## src/uart_pkg.sv

```systemverilog
// UART package with bus and byte types, register offsets, reset and frame constants.
`default_nettype none

package uart_pkg;

    // Bus and serial data types.
    typedef logic [31:0] word_t;
    typedef logic [7:0]  byte_t;

    // Register offsets from the base address.
    localparam word_t REG_DIV_OFS = 32'h0000_0000; // Clock divider.
    localparam word_t REG_DAT_OFS = 32'h0000_0004; // Transmit and receive data.

    // Divider after reset, giving a bit time of three clocks.
    localparam word_t DIV_RESET = 32'd1;

    // Idle bit times sent after reset and after each divider write.
    localparam logic [3:0] QUIET_BITS = 4'd15;

    // Start bit, eight data bits and one stop bit.
    localparam logic [3:0] FRAME_BITS = 4'd10;

    // Read value of the data register when no byte is waiting.
    localparam word_t RX_EMPTY = 32'hFFFF_FFFF;

endpackage

`default_nettype wire

```

## src/uart_core_if.sv

```systemverilog
// Interface between the register block and the transmit and receive engines.
`timescale 1ns/10ps
`default_nettype none

interface uart_core_if import uart_pkg::*; ();

    // Configuration.
    word_t cfg_div;  // Bit time is cfg_div + 2 clocks.
    logic  div_wr;   // One-cycle pulse on a divider write.

    // Transmit side.
    logic  tx_we;    // Load tx_byte into the transmitter.
    byte_t tx_byte;
    logic  tx_busy;  // Frame or quiet period in progress.

    // Receive side.
    byte_t rx_byte;
    logic  rx_valid; // Holding register has an unread byte.
    logic  rx_re;    // Data read, clears rx_valid.

    modport regs (
        output cfg_div, div_wr,
        output tx_we, tx_byte,
        input  tx_busy,
        input  rx_byte, rx_valid,
        output rx_re
    );

    modport tx (
        input  cfg_div, div_wr,
        input  tx_we, tx_byte,
        output tx_busy
    );

    modport rx (
        input  cfg_div,
        output rx_byte, rx_valid,
        input  rx_re
    );

endinterface

`default_nettype wire

```

## src/uart_rx.sv

```systemverilog
// UART receive engine with start detect, mid-bit sampling and a holding register.
`timescale 1ns/10ps
`default_nettype none

module uart_rx import uart_pkg::*; (
    input  wire logic clk,
    input  wire logic resetn,
    input  wire logic ser_rx_i,
    uart_core_if.rx   core
);

    // State counter values; data bits use the states in between.
    localparam logic [3:0] ST_IDLE  = 4'd0;
    localparam logic [3:0] ST_HALF  = 4'd1;
    localparam logic [3:0] ST_DAT7  = 4'd9;
    localparam logic [3:0] ST_STOP  = 4'd10;

    logic [3:0] state;
    word_t      divcnt;
    byte_t      shift;     // Bits arrive LSB first.
    byte_t      hold;
    logic       valid;
    logic       half_done;
    logic       bit_done;

    // Half a bit time, compared with one extra bit to avoid overflow.
    assign half_done = {divcnt, 1'b0} > {1'b0, core.cfg_div};
    assign bit_done  = divcnt > core.cfg_div;

    always_ff @(posedge clk) begin
        if (!resetn) begin
            state  <= ST_IDLE;
            divcnt <= '0;
            valid  <= 1'b0;
        end else begin
            divcnt <= divcnt + 32'd1;

            if (core.rx_re)
                valid <= 1'b0;

            case (state)
                ST_IDLE: begin
                    divcnt <= '0;
                    if (!ser_rx_i)
                        state <= ST_HALF;         // Start bit edge.
                end
                ST_HALF: begin
                    if (half_done) begin
                        state  <= state + 4'd1;
                        divcnt <= '0;
                    end
                end
                ST_STOP: begin
                    if (bit_done) begin
                        valid <= 1'b1;            // Wins over a same-cycle read.
                        state <= ST_IDLE;
                    end
                end
                default: begin
                    if (bit_done) begin
                        state  <= state + 4'd1;
                        divcnt <= '0;
                    end
                end
            endcase
        end
    end

    // Data path without reset.
    always_ff @(posedge clk) begin
        if (state > ST_HALF && state <= ST_DAT7 && bit_done)
            shift <= {ser_rx_i, shift[7:1]};
        if (state == ST_STOP && bit_done)
            hold <= shift;
    end

    assign core.rx_byte  = hold;
    assign core.rx_valid = valid;

endmodule

`default_nettype wire

```

## src/uart_top.sv

```systemverilog
// UART top level with Wishbone and serial ports, register block and both engines.
`timescale 1ns/10ps
`default_nettype none

module uart_top import uart_pkg::*; #(
    parameter word_t BASE_ADR = 32'h2000_0000
) (
    input  wire logic       clk,
    input  wire logic       resetn,

    // Wishbone classic slave.
    input  wire word_t      adr_i,
    input  wire word_t      dat_i,
    input  wire logic [3:0] sel_i,
    input  wire logic       we_i,
    input  wire logic       cyc_i,
    input  wire logic       stb_i,
    output logic            ack_o,
    output word_t           dat_o,

    // Serial line.
    input  wire logic       ser_rx_i,
    output logic            ser_tx_o
);

    uart_core_if core0 ();

    uart_wb_regs #(
        .BASE_ADR (BASE_ADR)
    ) regs0 (
        .clk    (clk),
        .resetn (resetn),
        .adr_i  (adr_i),
        .dat_i  (dat_i),
        .sel_i  (sel_i),
        .we_i   (we_i),
        .cyc_i  (cyc_i),
        .stb_i  (stb_i),
        .ack_o  (ack_o),
        .dat_o  (dat_o),
        .core   (core0.regs)
    );

    // Transmit engine, owns ser_tx_o.
    uart_tx tx0 (
        .clk      (clk),
        .resetn   (resetn),
        .core     (core0.tx),
        .ser_tx_o (ser_tx_o)
    );

    // Receive engine.
    uart_rx rx0 (
        .clk      (clk),
        .resetn   (resetn),
        .ser_rx_i (ser_rx_i),
        .core     (core0.rx)
    );

endmodule

`default_nettype wire

```

## src/uart_tx.sv

```systemverilog
// UART transmit engine sending 8N1 frames and the quiet-line period.
`timescale 1ns/10ps
`default_nettype none

module uart_tx import uart_pkg::*; (
    input  wire logic clk,
    input  wire logic resetn,
    uart_core_if.tx   core,
    output logic      ser_tx_o
);

    logic [9:0] pattern;    // Bit 0 is on the line.
    logic [3:0] bitcnt;     // Bit times left in the current frame.
    word_t      divcnt;
    logic       quiet_pend; // Quiet period requested.
    logic       bit_end;

    // Last clock of the current bit time.
    assign bit_end = (bitcnt != 4'd0) && (divcnt > core.cfg_div);

    always_ff @(posedge clk) begin
        if (!resetn) begin
            pattern    <= '1;
            bitcnt     <= 4'd0;
            divcnt     <= '0;
            quiet_pend <= 1'b1;   // Line stays quiet after reset.
        end else begin
            if (bit_end) begin
                pattern <= {1'b1, pattern[9:1]};
                bitcnt  <= bitcnt - 4'd1;
                divcnt  <= '0;
            end else if (bitcnt != 4'd0) begin
                divcnt <= divcnt + 32'd1;
            end else if (quiet_pend) begin
                // Idle frame, all ones.
                pattern    <= '1;
                bitcnt     <= QUIET_BITS;
                divcnt     <= '0;
                quiet_pend <= 1'b0;
            end else if (core.tx_we) begin
                pattern <= {1'b1, core.tx_byte, 1'b0}; // Stop, data, start.
                bitcnt  <= FRAME_BITS;
                divcnt  <= '0;
            end

            // New divider always queues another quiet period.
            if (core.div_wr)
                quiet_pend <= 1'b1;
        end
    end

    assign ser_tx_o     = pattern[0];
    assign core.tx_busy = (bitcnt != 4'd0) || quiet_pend;

endmodule

`default_nettype wire

```

## src/uart_wb_regs.sv

```systemverilog
// Wishbone classic slave with address decode, divider register and data steering.
`timescale 1ns/10ps
`default_nettype none

module uart_wb_regs import uart_pkg::*; #(
    parameter word_t BASE_ADR = 32'h2000_0000
) (
    input  wire logic  clk,
    input  wire logic  resetn,
    input  wire word_t adr_i,
    input  wire word_t dat_i,
    input  wire logic [3:0] sel_i,
    input  wire logic  we_i,
    input  wire logic  cyc_i,
    input  wire logic  stb_i,
    output logic       ack_o,
    output word_t      dat_o,
    uart_core_if.regs  core
);

    localparam word_t DIV_ADR = BASE_ADR + REG_DIV_OFS;
    localparam word_t DAT_ADR = BASE_ADR + REG_DAT_OFS;

    logic  valid;
    logic  div_sel;
    logic  dat_sel;
    logic  dat_stall;
    word_t cfg_div;

    assign valid   = cyc_i && stb_i;
    assign div_sel = valid && (adr_i == DIV_ADR);
    assign dat_sel = valid && (adr_i == DAT_ADR);

    // A data write waits while a frame or quiet period is running.
    assign dat_stall = dat_sel && we_i && core.tx_busy;

    // Divider with byte-lane write enables.
    always_ff @(posedge clk) begin
        if (!resetn) begin
            cfg_div <= DIV_RESET;
        end else if (div_sel && we_i) begin
            for (int i = 0; i < 4; i++) begin
                if (sel_i[i])
                    cfg_div[8*i +: 8] <= dat_i[8*i +: 8];
            end
        end
    end

    assign core.cfg_div = cfg_div;
    assign core.div_wr  = div_sel && we_i;        // Restarts the quiet period.

    assign core.tx_we   = dat_sel && we_i && !core.tx_busy;
    assign core.tx_byte = dat_i[7:0];
    assign core.rx_re   = dat_sel && !we_i;

    // Read data, zero-extended byte or the empty marker.
    always_comb begin
        if (div_sel)
            dat_o = cfg_div;
        else if (core.rx_valid)
            dat_o = {24'h00_0000, core.rx_byte};
        else
            dat_o = RX_EMPTY;
    end

    // Same-cycle ack for mapped addresses only.
    assign ack_o = (div_sel || dat_sel) && !dat_stall;

endmodule

`default_nettype wire

```

## config.mk

```make
export PLATFORM = sky130hd
export DESIGN_NAME = uart_top
export DESIGN_NICKNAME = d
export VERILOG_FILES = /design/src/uart_pkg.sv /design/src/uart_core_if.sv /design/src/uart_rx.sv /design/src/uart_top.sv /design/src/uart_tx.sv /design/src/uart_wb_regs.sv
export SDC_FILE = /design/constraint.sdc
export NUM_CORES = 1
export LEC_CHECK = 0
export ABC_AREA = 1
export BUFFER_PORTS_ARGS = -buffer_cell sky130_fd_sc_hd__buf_2
export CAP_MARGIN = 10
export CORE_UTILIZATION = 50
export CTS_CLUSTER_SIZE = 14
export DETAILED_ROUTE_END_ITERATION = 8
export HOLD_SLACK_MARGIN = 0.02
export PLACE_DENSITY_LB_ADDON = 0.15
export SYNTH_ARGS = -nofsm -noshare
export SYNTH_HDL_FRONTEND = slang
export SYNTH_HIERARCHICAL = 1
export SYNTH_SLANG_ARGS = --single-unit
```

## constraint.sdc

```tcl
create_clock -name clk -period 2.8 [get_ports clk]
set_clock_uncertainty 0.1 [all_clocks]
set_input_delay 0.28 -clock clk [delete_from_list [all_inputs] [get_ports clk]]
set_output_delay 0.28 -clock clk [all_outputs]
set_load 0.1 [all_outputs]
```

# Word level (Yosys, flattened, before mapping)
# Cells that the tools add are included.
# word_totals
register_bits,132
in_bits,74
output_inout_bits,34
elab_cells,92
# classes
add_sub_neg,4
magnitude_cmp,5
n_eq_ne,8
mux,24
bitwise_logic,3
n_reduce_logical,34
# ops
operator,count
32-bit 2-to-1 mux,7
32-bit one-hot mux with 3 select lines,1
"32-bit by 1-bit adder with 32-bit output, second input constant",2
"32-bit by 30-bit == test with 1-bit output, second input constant",2
32-bit > comparator,2
33-bit by 32-bit > comparator with 1-bit output,1
4-bit 2-to-1 mux,8
10-bit 2-to-1 mux,2
9-bit 2-to-1 mux,2
2-bit AND reduction,7
1-bit logical AND,13
4-bit one-hot mux with 3 select lines,1
3-bit nonzero test,3
"2-bit by 1-bit inequality test with 1-bit output, second input constant",3
"4-bit by 1-bit adder with 4-bit output, second input constant",1
"4-bit by 1-bit == test with 1-bit output, second input constant",1
"4-bit == test, second input constant",1
"4-bit by 1-bit > comparator with 1-bit output, second input constant",1
"4-bit <= comparator, second input constant",1
4-bit zero test,1
4-bit AND reduction,1
4-bit nonzero test,1
2-bit OR reduction,2
"4-bit by 1-bit subtractor with 4-bit output, second input constant",1
other kinds (6),13

# Depth between registers and ports, before layout
# Gate-level depths: netlist (run 1).
# depth
word_depth,8
mapped_depth,20
depth_no_buf,19

# Cells and area by module
# The synthesis (run 1) kept the hierarchy.
# modules_own_cells
module,n_inst,cells_each,area_each_um2,seq_area_each_um2
uart_rx,1,548,4202.8,1221.2
uart_tx,1,494,3296.9,920.9
uart_wb_regs,1,301,1975.6,640.6

# Least setup slack after synthesis (run 1)
# No wires, ideal clock.
# synth_path
path_kind,input port to output port
startpoint,input adr_i[15]
endpoint,output dat_o[1]
t_arrival_ns,2.550
t_required_ns,2.420
slack_ns,-0.130
path_stages,9
path_buffers,0
cell_sequence,nor2_1 -> nand2_1 -> nor2_2 -> nand2_2 -> nor2_8 -> nand2_4 -> nand2_4 -> nor2_1 -> a21oi_1
# synth_between
elab_chain_cells,3
# synth_rtl
item,line,source
from (decl),uart_top.sv:12,"input wire word_t adr_i,"
32-bit by 30-bit == test with 1-bit output,uart_wb_regs.sv:31,assign div_sel = valid && (adr_i == DIV_ADR);
1-bit logical AND,uart_wb_regs.sv:31,
32-bit 2-to-1 mux,uart_wb_regs.sv:58,if (div_sel)
to (decl),uart_top.sv:19,"output word_t dat_o,"
# No other way between the ends.

# Worst setup path after layout (run 1)
# layout_path
startpoint,register tx0.bitcnt[0]
endpoint,output ack_o
# layout_between
elab_chain_cells,5
# layout_rtl
item,line,source
from (decl),uart_tx.sv:13,logic [3:0] bitcnt;
from (signal assigned),uart_tx.sv:30,bitcnt <= bitcnt - 4'd1;
4-bit nonzero test,uart_tx.sv:53,assign core.tx_busy = (bitcnt != 4'd0) || quiet_pend;
1-bit logical OR,uart_tx.sv:53,
net core0.tx_busy,uart_core_if.sv:14,logic tx_busy;
1-bit logical AND,uart_wb_regs.sv:35,assign dat_stall = dat_sel && we_i && core.tx_busy;
1-bit zero test,uart_wb_regs.sv:67,assign ack_o = (div_sel || dat_sel) && !dat_stall;
1-bit logical AND,uart_wb_regs.sv:67,
to (decl),uart_top.sv:18,"output logic ack_o,"
# The timed path passes the listed nets, and every way through them passes these cells.

==> results of run 1 <==
## cell families after synthesis
group	Yosys count
buf+inv	239
simple gates	694
xor+xnor	29
fa+ha+maj	103
flops	131
compound gates	147
## power breakdown
group / switching (mW) / leakage, nW / internal [mW]
registers: 0.112 / 1.08 / 2.07
logic: 1.29 / 3.98 / 0.631
clock network: 0.899 / 0.291 / 1.49
total: 2.30 / 5.35 / 4.19
## routing by layer
| metal | vias up | part of all wire, % | global-route usage, % |
|---|---|---|---|
| li1 | 4563 | - | - |
| met4 | 0 | 1.5 | 8.39 |
| met3 | 28 | 4.2 | 4.09 |
| met2 | 187 | 46 | 44.7 |
| met1 | 3975 | 48 | 35.6 |
| met5 | - | 0 | 0 |
## registers in the layout (all words and copies together), names as in the netlist
register,count
rx0/core.rx_valid,1
rx0/state,4
tx0/quiet_pend,1
tx0/pattern,9
rx0/divcnt,32
tx0/divcnt,32
regs0/core.cfg_div,32
rx0/core.rx_byte,8
tx0/bitcnt,4
rx0/shift,8
## worst register-to-register path, cell delays in order (launching register included)
cell and delay (ps):
dfxtp_1 430, inv_1 80, ha_1 310, a21oi_1 140, o21ai_0 100, nand2_1 70, nand2_1 60, a21oi_1 210
nand2_2 180, nand2_4 210, nand2_2 110, buf_12 190, nor3_1 190
## placed cells by master, fill, tap and decap left out, types with 36 or more instances in the layout
cell type / n
a21oi_1: 53
buf_2: 75
dfxtp_1: 115
ha_1: 103
inv_1: 193
nand2_1: 299
nand3_1: 49
nor2_1: 201
nor3_1: 36
o21ai_0: 42
## how the worst max path moves through the flow
stage                          endpoint  slack (ps)  cells past startpoint
floorplan                      dat_o[3]         380                     10
global placement          tx0/divcnt[4]         350                     14
detailed placement       tx0/divcnt[25]         360                     14
CTS                               ack_o         270                      8
global route        rx0/core.rx_byte[6]          90                     11
finish                            ack_o         300                      8
## final cells by class
cell class              instances  area, sq um  area share [%]
inverters                     205          772            6.65
clock inverters                14          186            1.61
flip-flops and latches        131         2780            24.0
clock buffers                  18          429            3.70
well taps                     229          287            2.47
repair buffers                154         1480            12.7
multi-input cells             973         5680            48.9
## through the flow
| step | total power [mW] | utilization, % | worst slack [ps] | hold WS [ps] |
|---|---|---|---|---|
| floorplan | 3.65 | - | 378 | 279 |
| global placement | 4.07 | 58.4 | 347 | 305 |
| detailed placement | 4.09 | 58.4 | 363 | 318 |
| CTS | 6.53 | 63.6 | 274 | 36.5 |
| global route | 6.87 | 63.6 | 89.7 | 86.4 |
| finish | 6.49 | 63.6 | 302 | 59.8 |
## repair_timing
item | in CTS | in global routing
hold endpoints to repair | 34 | 0
resized for setup | 0 | 0
hold buffers | 33 | 0
==> metrics.md, run 1 <==
| Metric | Value |
|---|---|
| Hold Path Origin | sel_i[0] |
| Yosys top cell area share | 24.3% |
| Cell mode on critical path | inv_1 |
| Final min period | 2500 ps |
| Critical path class | reg -> out |
| RePlAce Congestion | 0.898 |
| Synth warnings | 6 |
| Post-Synthesis Cells | 1343 |
| Worst-Skew Late Latency | 420 ps |
| Initial core utilization | 51.9% |
| Crit. End Element | output port |
| Row count | 49 |
| Chip height | 140 um |
| H-Tree Depth | 4 |
| Hold Vio Cnt, Final | 0 |
| P per Cell Area | 559 nW/um^2 |
| Cell Count, Final, Fillers Out | 1724 |
| Max_cap viols | 0 |
| Initial antenna violation count | 0 |
| Share of cells above drive strength 1 | 16.3% |
| I/O pin count | 108 |
| Clk buf depth | 2 |
| Largest area contributor in the netlist | dfxtp_1 |
| EDFF count, synth | 16 |
| Outcome | completed |
| Adder-Cell Fraction of Synth Area | 13.6% |
| Worst reg2reg path endpoint | tx0/divcnt[25] |
| Starting DRC count in detailed routing | 500 |
| Largest family of logic cells by synthesized area | simple AND/OR/NAND/NOR gates |
| Final setup viols | 0 |
| Worst r2r path cells | 12 |
| CTS clk-pin slew, worst paths | 60 ps |
| Synth Cell Area | 9480 sq um |
| DRC Markers | 0 |
| Clk sinks | 131 |
| # port buffers | 107 |
| Register area share after synthesis | 29.4% |
| Maximum vdd drop | 718 uV |
| Family with the most delay on the worst path | buffers and inverters |
| Endpoint, Worst Hold | regs0/core.cfg_div[0] |
| Die Span X | 140 um |
| Syn_area_per_cell | 7.06 sq um |
| #FFs+latches synth | 131 |
| Final ANT Viol Nets | 0 |
| Worst EP required | 2420 ps |
| Ranking of synthesized cells by area | dfxtp_1 (24%), ha_1 (14%), nand2_1 (12%) |
| Startpoint class of the critical path | register |
| Core area | 18300 sq um |
| Fmax | 400 MHz |
| Largest fanout on the critical path | 7 |
| Worst path max stage delay | 410 ps |
| CTS tree | built |
| WL/cell | 14.4 um |
| Vias per cell | 5.08 |
| Simple-gate share of the synthesized area | 34.4% |
| WP buf/inv | 4 |
| Total setup buffers inserted after CTS | 0 |
| Reg2reg setup slack | 350 ps |
| Post-synthesis compound-gate area fraction | 9.16% |
| Vias | 8753 |
| Congestion Overflow GR | 0 |
| Total CTS buffers | 17 |
| Post-synthesis mux area share | 0% |
| Detailed Place HPWL | 18800 um |
| Synth top cells by count | nand2_1 (299), nor2_1 (202), inv_1 (193), dfxtp_1 (115), ha_1 (103) |
| Design area | 11600 sq um |
| Crit path cell chain | inv_1 > ha_1 > nand3_4 > inv_4 > nand2_1 > a31o_2 > inv_1 > buf_2 |
| Initial DRT Pass Iterations | 7 |
| Layout area overhead | 22.6% |
| ANT cells | 0 |
| Final slew viol count | 0 |
| Nets@finish | 1659 |
| Most common cell in the synthesized netlist | nand2_1 |
| Setup repair after global routing missed its margin | false |
| GRT Util Overall | 26.8% |
| Placed cells | 1659 |
| Post-Synth XOR/XNOR Area | 2.68% |
| Max_slew headroom | 63.1% |
| Dominant register cell in the synthesized netlist | dfxtp_1 |
| Slowest CP cell | buf_2 |
| First-pass GRT wire length | 41600 um |
| Leak pwr | 5.35 nW |
| Largest net degree at the start of global routing | 33 |
| Post-synth net total | 1520 |
| Hold Path Stages | 3 |
| Setup_tns | 0 ps |
| Post-synthesis cell type count | 48 |
| Slew @ Worst Pin | 548 ps |
| Vias in the first global route | 8512 |
| Die ar. | 19500 sq um |
| Total wire length | 24800 um |
| Post-synth ARST share | 0% |
| HP Class | in -> reg |
| Clk root buf | clkbuf_16 |
| Reg-to-reg critical path startpoint | regs0/core.cfg_div[27] |
| CP startpoint | tx0/bitcnt[0] |
| Crit share post-route | 89.2% |
| Filler cell count | 1646 |
| Critical Path AT | 2120 ps |
| DP Area | 10700 sq um |
Note: power is estimated with default switching activity, not from simulation.
==> inputs of run 2 (changes only) <==
--- a/config.mk
+++ b/config.mk
@@ -13,6 +13,7 @@
 export DETAILED_ROUTE_END_ITERATION = 8
 export HOLD_SLACK_MARGIN = 0.02
 export PLACE_DENSITY_LB_ADDON = 0.15
+export RECOVER_POWER = 50
 export SYNTH_ARGS = -nofsm -noshare
 export SYNTH_HDL_FRONTEND = slang
 export SYNTH_HIERARCHICAL = 1
==> metrics.md, run 2 (synthesis results as in run 1) <==
| Metric | Value |
|---|---|
| Seq pwr share | 34.0% (+0.3 points) |
| Clk root buf | clkbuf_16 |
| Most frequent cells in the layout | nand2_1 (302), nor2_1 (202), inv_1 (194) |
| Chip height | 140 um (unchanged) |
| Setup_tns | 0 ps (unchanged) |
| Outcome | completed |
| DP Worst Slack | 363 ps (unchanged) |
| Startpoint class of the critical path | input pin |
| RePlAce Congestion | 0.898 (unchanged) |
| Clk sinks | 131 (unchanged) |
| Vias per cell | 5.08 (about the same) |
| Die ar. | 19500 sq um (unchanged) |
| Congestion Overflow GR | 0 (unchanged) |
| H-Tree Depth | 4 (unchanged) |
| Share of cells above drive strength 1 | 15.5% (-0.87 points) |
| Comb power frac | 29.0% (-0.6 points) |
| Final worst slack | 253 ps (-48.7 ps) |
| I/O pin count | 108 (unchanged) |
| Critical path class | in -> out |
| Critical Path AT | 2170 ps (+50 ps) |
| Total CTS buffers | 17 (unchanged) |
| Hold slack final | 30.4 ps (-29.4 ps) |
| P_sw | 2.29 mW (-0.59%) |
| Hold Vio Cnt, Final | 0 (unchanged) |
| Crit. End Element | output port |
| Vias in the first global route | 8512 (unchanged) |
| Nets@finish | 1659 (unchanged) |
| Switching share of power | 35.5% (+0.059 points) |
| Initial DRT Pass Iterations | 5 (-2) |
| Final setup viols | 0 (unchanged) |
| Initial antenna violation count | 0 (unchanged) |
| Row count | 49 (unchanged) |
| P per Cell Area | 576 nW/um^2 (+3.0%) |
| Max_slew headroom | 23.2% (-40 points) |
| ANT cells | 0 (unchanged) |
| Leak pwr | 5.14 nW (-4.0%) |
| Clk pwr share | 37.0% (+0.3 points) |
| Worst-Skew Late Latency | 420 ps (about the same) |
| Fmax | 393 MHz (-1.9%) |
| Setup repair after global routing missed its margin | false |
| First-pass GRT wire length | 41600 um (unchanged) |
| Max_cap viols | 0 (unchanged) |
| WL/cell | 14.5 um (+0.48%) |
| Vias | 8757 (+0.046%) |
| Commonest non-fill, non-tap cell in the layout | nand2_1 |
| Top Registers | regs0/core.cfg_div (32), rx0/divcnt (32), tx0/divcnt (32) |
| Total wire length | 25000 um (+0.48%) |
| Detailed Place HPWL | 18800 um (unchanged) |
| # port buffers | 107 (unchanged) |
| Internal | 4.15 mW (-0.85%) |
| Clk buf depth | 2 (unchanged) |
| Largest fanout on the critical path | 32 (+25) |
| GRT Util Overall | 26.8% (unchanged) |
| Final ANT Viol Nets | 0 (unchanged) |
| Maximum vdd drop | 721 uV (+0.39%) |
| DRC Markers | 0 (unchanged) |
| Worst EP required | 2420 ps (about the same) |
| Starting DRC count in detailed routing | 502 (+0.40%) |
| Final slew viol count | 0 (unchanged) |
| Total Power | 6.44 mW (-0.76%) |
| Filler cell count | 1699 (+3.2%) |
| Core area | 18300 sq um (unchanged) |
| Total setup buffers inserted after CTS | 0 (unchanged) |
| Initial core utilization | 51.9% (unchanged) |
| Layout area overhead | 18.1% |
| HP Class | in -> reg |
| Largest net degree at the start of global routing | 33 (unchanged) |
| CTS tree | built |
| Final min period | 2550 ps (+48.7 ps) |
| Core Util, Final | 61.2% (-2.3 points) |
| Slew @ Worst Pin | 1160 ps (+608 ps) |
| Die Span X | 140 um (unchanged) |
| Crit share post-route | 91.0% (+1.7 points) |
| CTS clk-pin slew, worst paths | 60 ps (about the same) |
==> run 2: changes by cell type in the layout (fill, tap and decap cells not counted), moves of 3 or more <==
cell      previous run  this run
buf_2               75        93
nand2_1            299       302
nand4_1             24        28
clkbuf_2             0         3
nand2_2             13        10
buf_12              34        11
clkbuf_1             1         4
nand4_4              4         0
==> run 2: power by group through the flow <==
| stage | registers [mW] | clock network [mW] | logic (mW) |
|---|---|---|---|
| final | 2.19 | 2.39 | 1.87 |
| after global routing | 2.20 | 2.51 | 2.10 |
| after CTS | 2.18 | 2.43 | 1.91 |
| after detailed placement | 2.22 | 0 | 1.87 |
| after global placement | 2.22 | 0 | 1.85 |
| after floorplan | 2.21 | 0 | 1.44 |
==> run 2: cell type report <==
| cell class | instances | area (sq um) | area share [%] |
|---|---|---|---|
| flip-flops and latches | 131 | 2780 | 24.9 |
| clock buffers | 18 | 429 | 3.84 |
| multi-input cells | 973 | 5600 | 50.1 |
| clock inverters | 14 | 186 | 1.67 |
| repair buffers | 154 | 1120 | 10.1 |
| well taps | 229 | 287 | 2.56 |
| inverters | 205 | 772 | 6.90 |
==> run 2: stage by stage <==
step                instance area (sq um)  cells
CTS                                 11600   1724
floorplan                            9490   1343
detailed placement                  10700   1659
global placement                    10700   1659
finish                              11200   1724
global route                        11200   1724
==> run 2: metal layers <==
metal | up-vias | share of wire, % | GRT usage [%]
li1 | 4556 | - | -
met1 | 3979 | 48 | 35.6
met2 | 192 | 46 | 44.7
met3 | 30 | 4.6 | 4.09
met4 | 0 | 1.5 | 8.39
met5 | - | 0 | 0
==> run 2: worst max-delay path, stage by stage <==
cell     delay [ps]
buf_2           100
nor2_1           90
nand2_1          50
nor2_1          130
nand2_1         160
nor2_8          130
buf_4           160
nand2_4          80
nand2_4         300
o21a_1          230
buf_2           450
==> run 2: repair_timing <==
item	4_1_cts	5_1_grt
hold buffers	33	0
endpoints found under the hold margin	34	0
gates resized for setup	0	0
==> run 2: final timing paths <==
| path | depth (start not counted) | slack [ps] | startpoint | end |
|---|---|---|---|---|
| worst min-delay path | 3 | 30 | sel_i[0] | regs0/core.cfg_div[0] |
| worst min register to register | 0 | 320 | rx0/shift[0] | rx0/core.rx_byte[0] |
| worst max register to register | 13 | 280 | regs0/core.cfg_div[31] | tx0/pattern[6] |
| worst max-delay path | 11 | 250 | adr_i[17] | dat_o[14] |
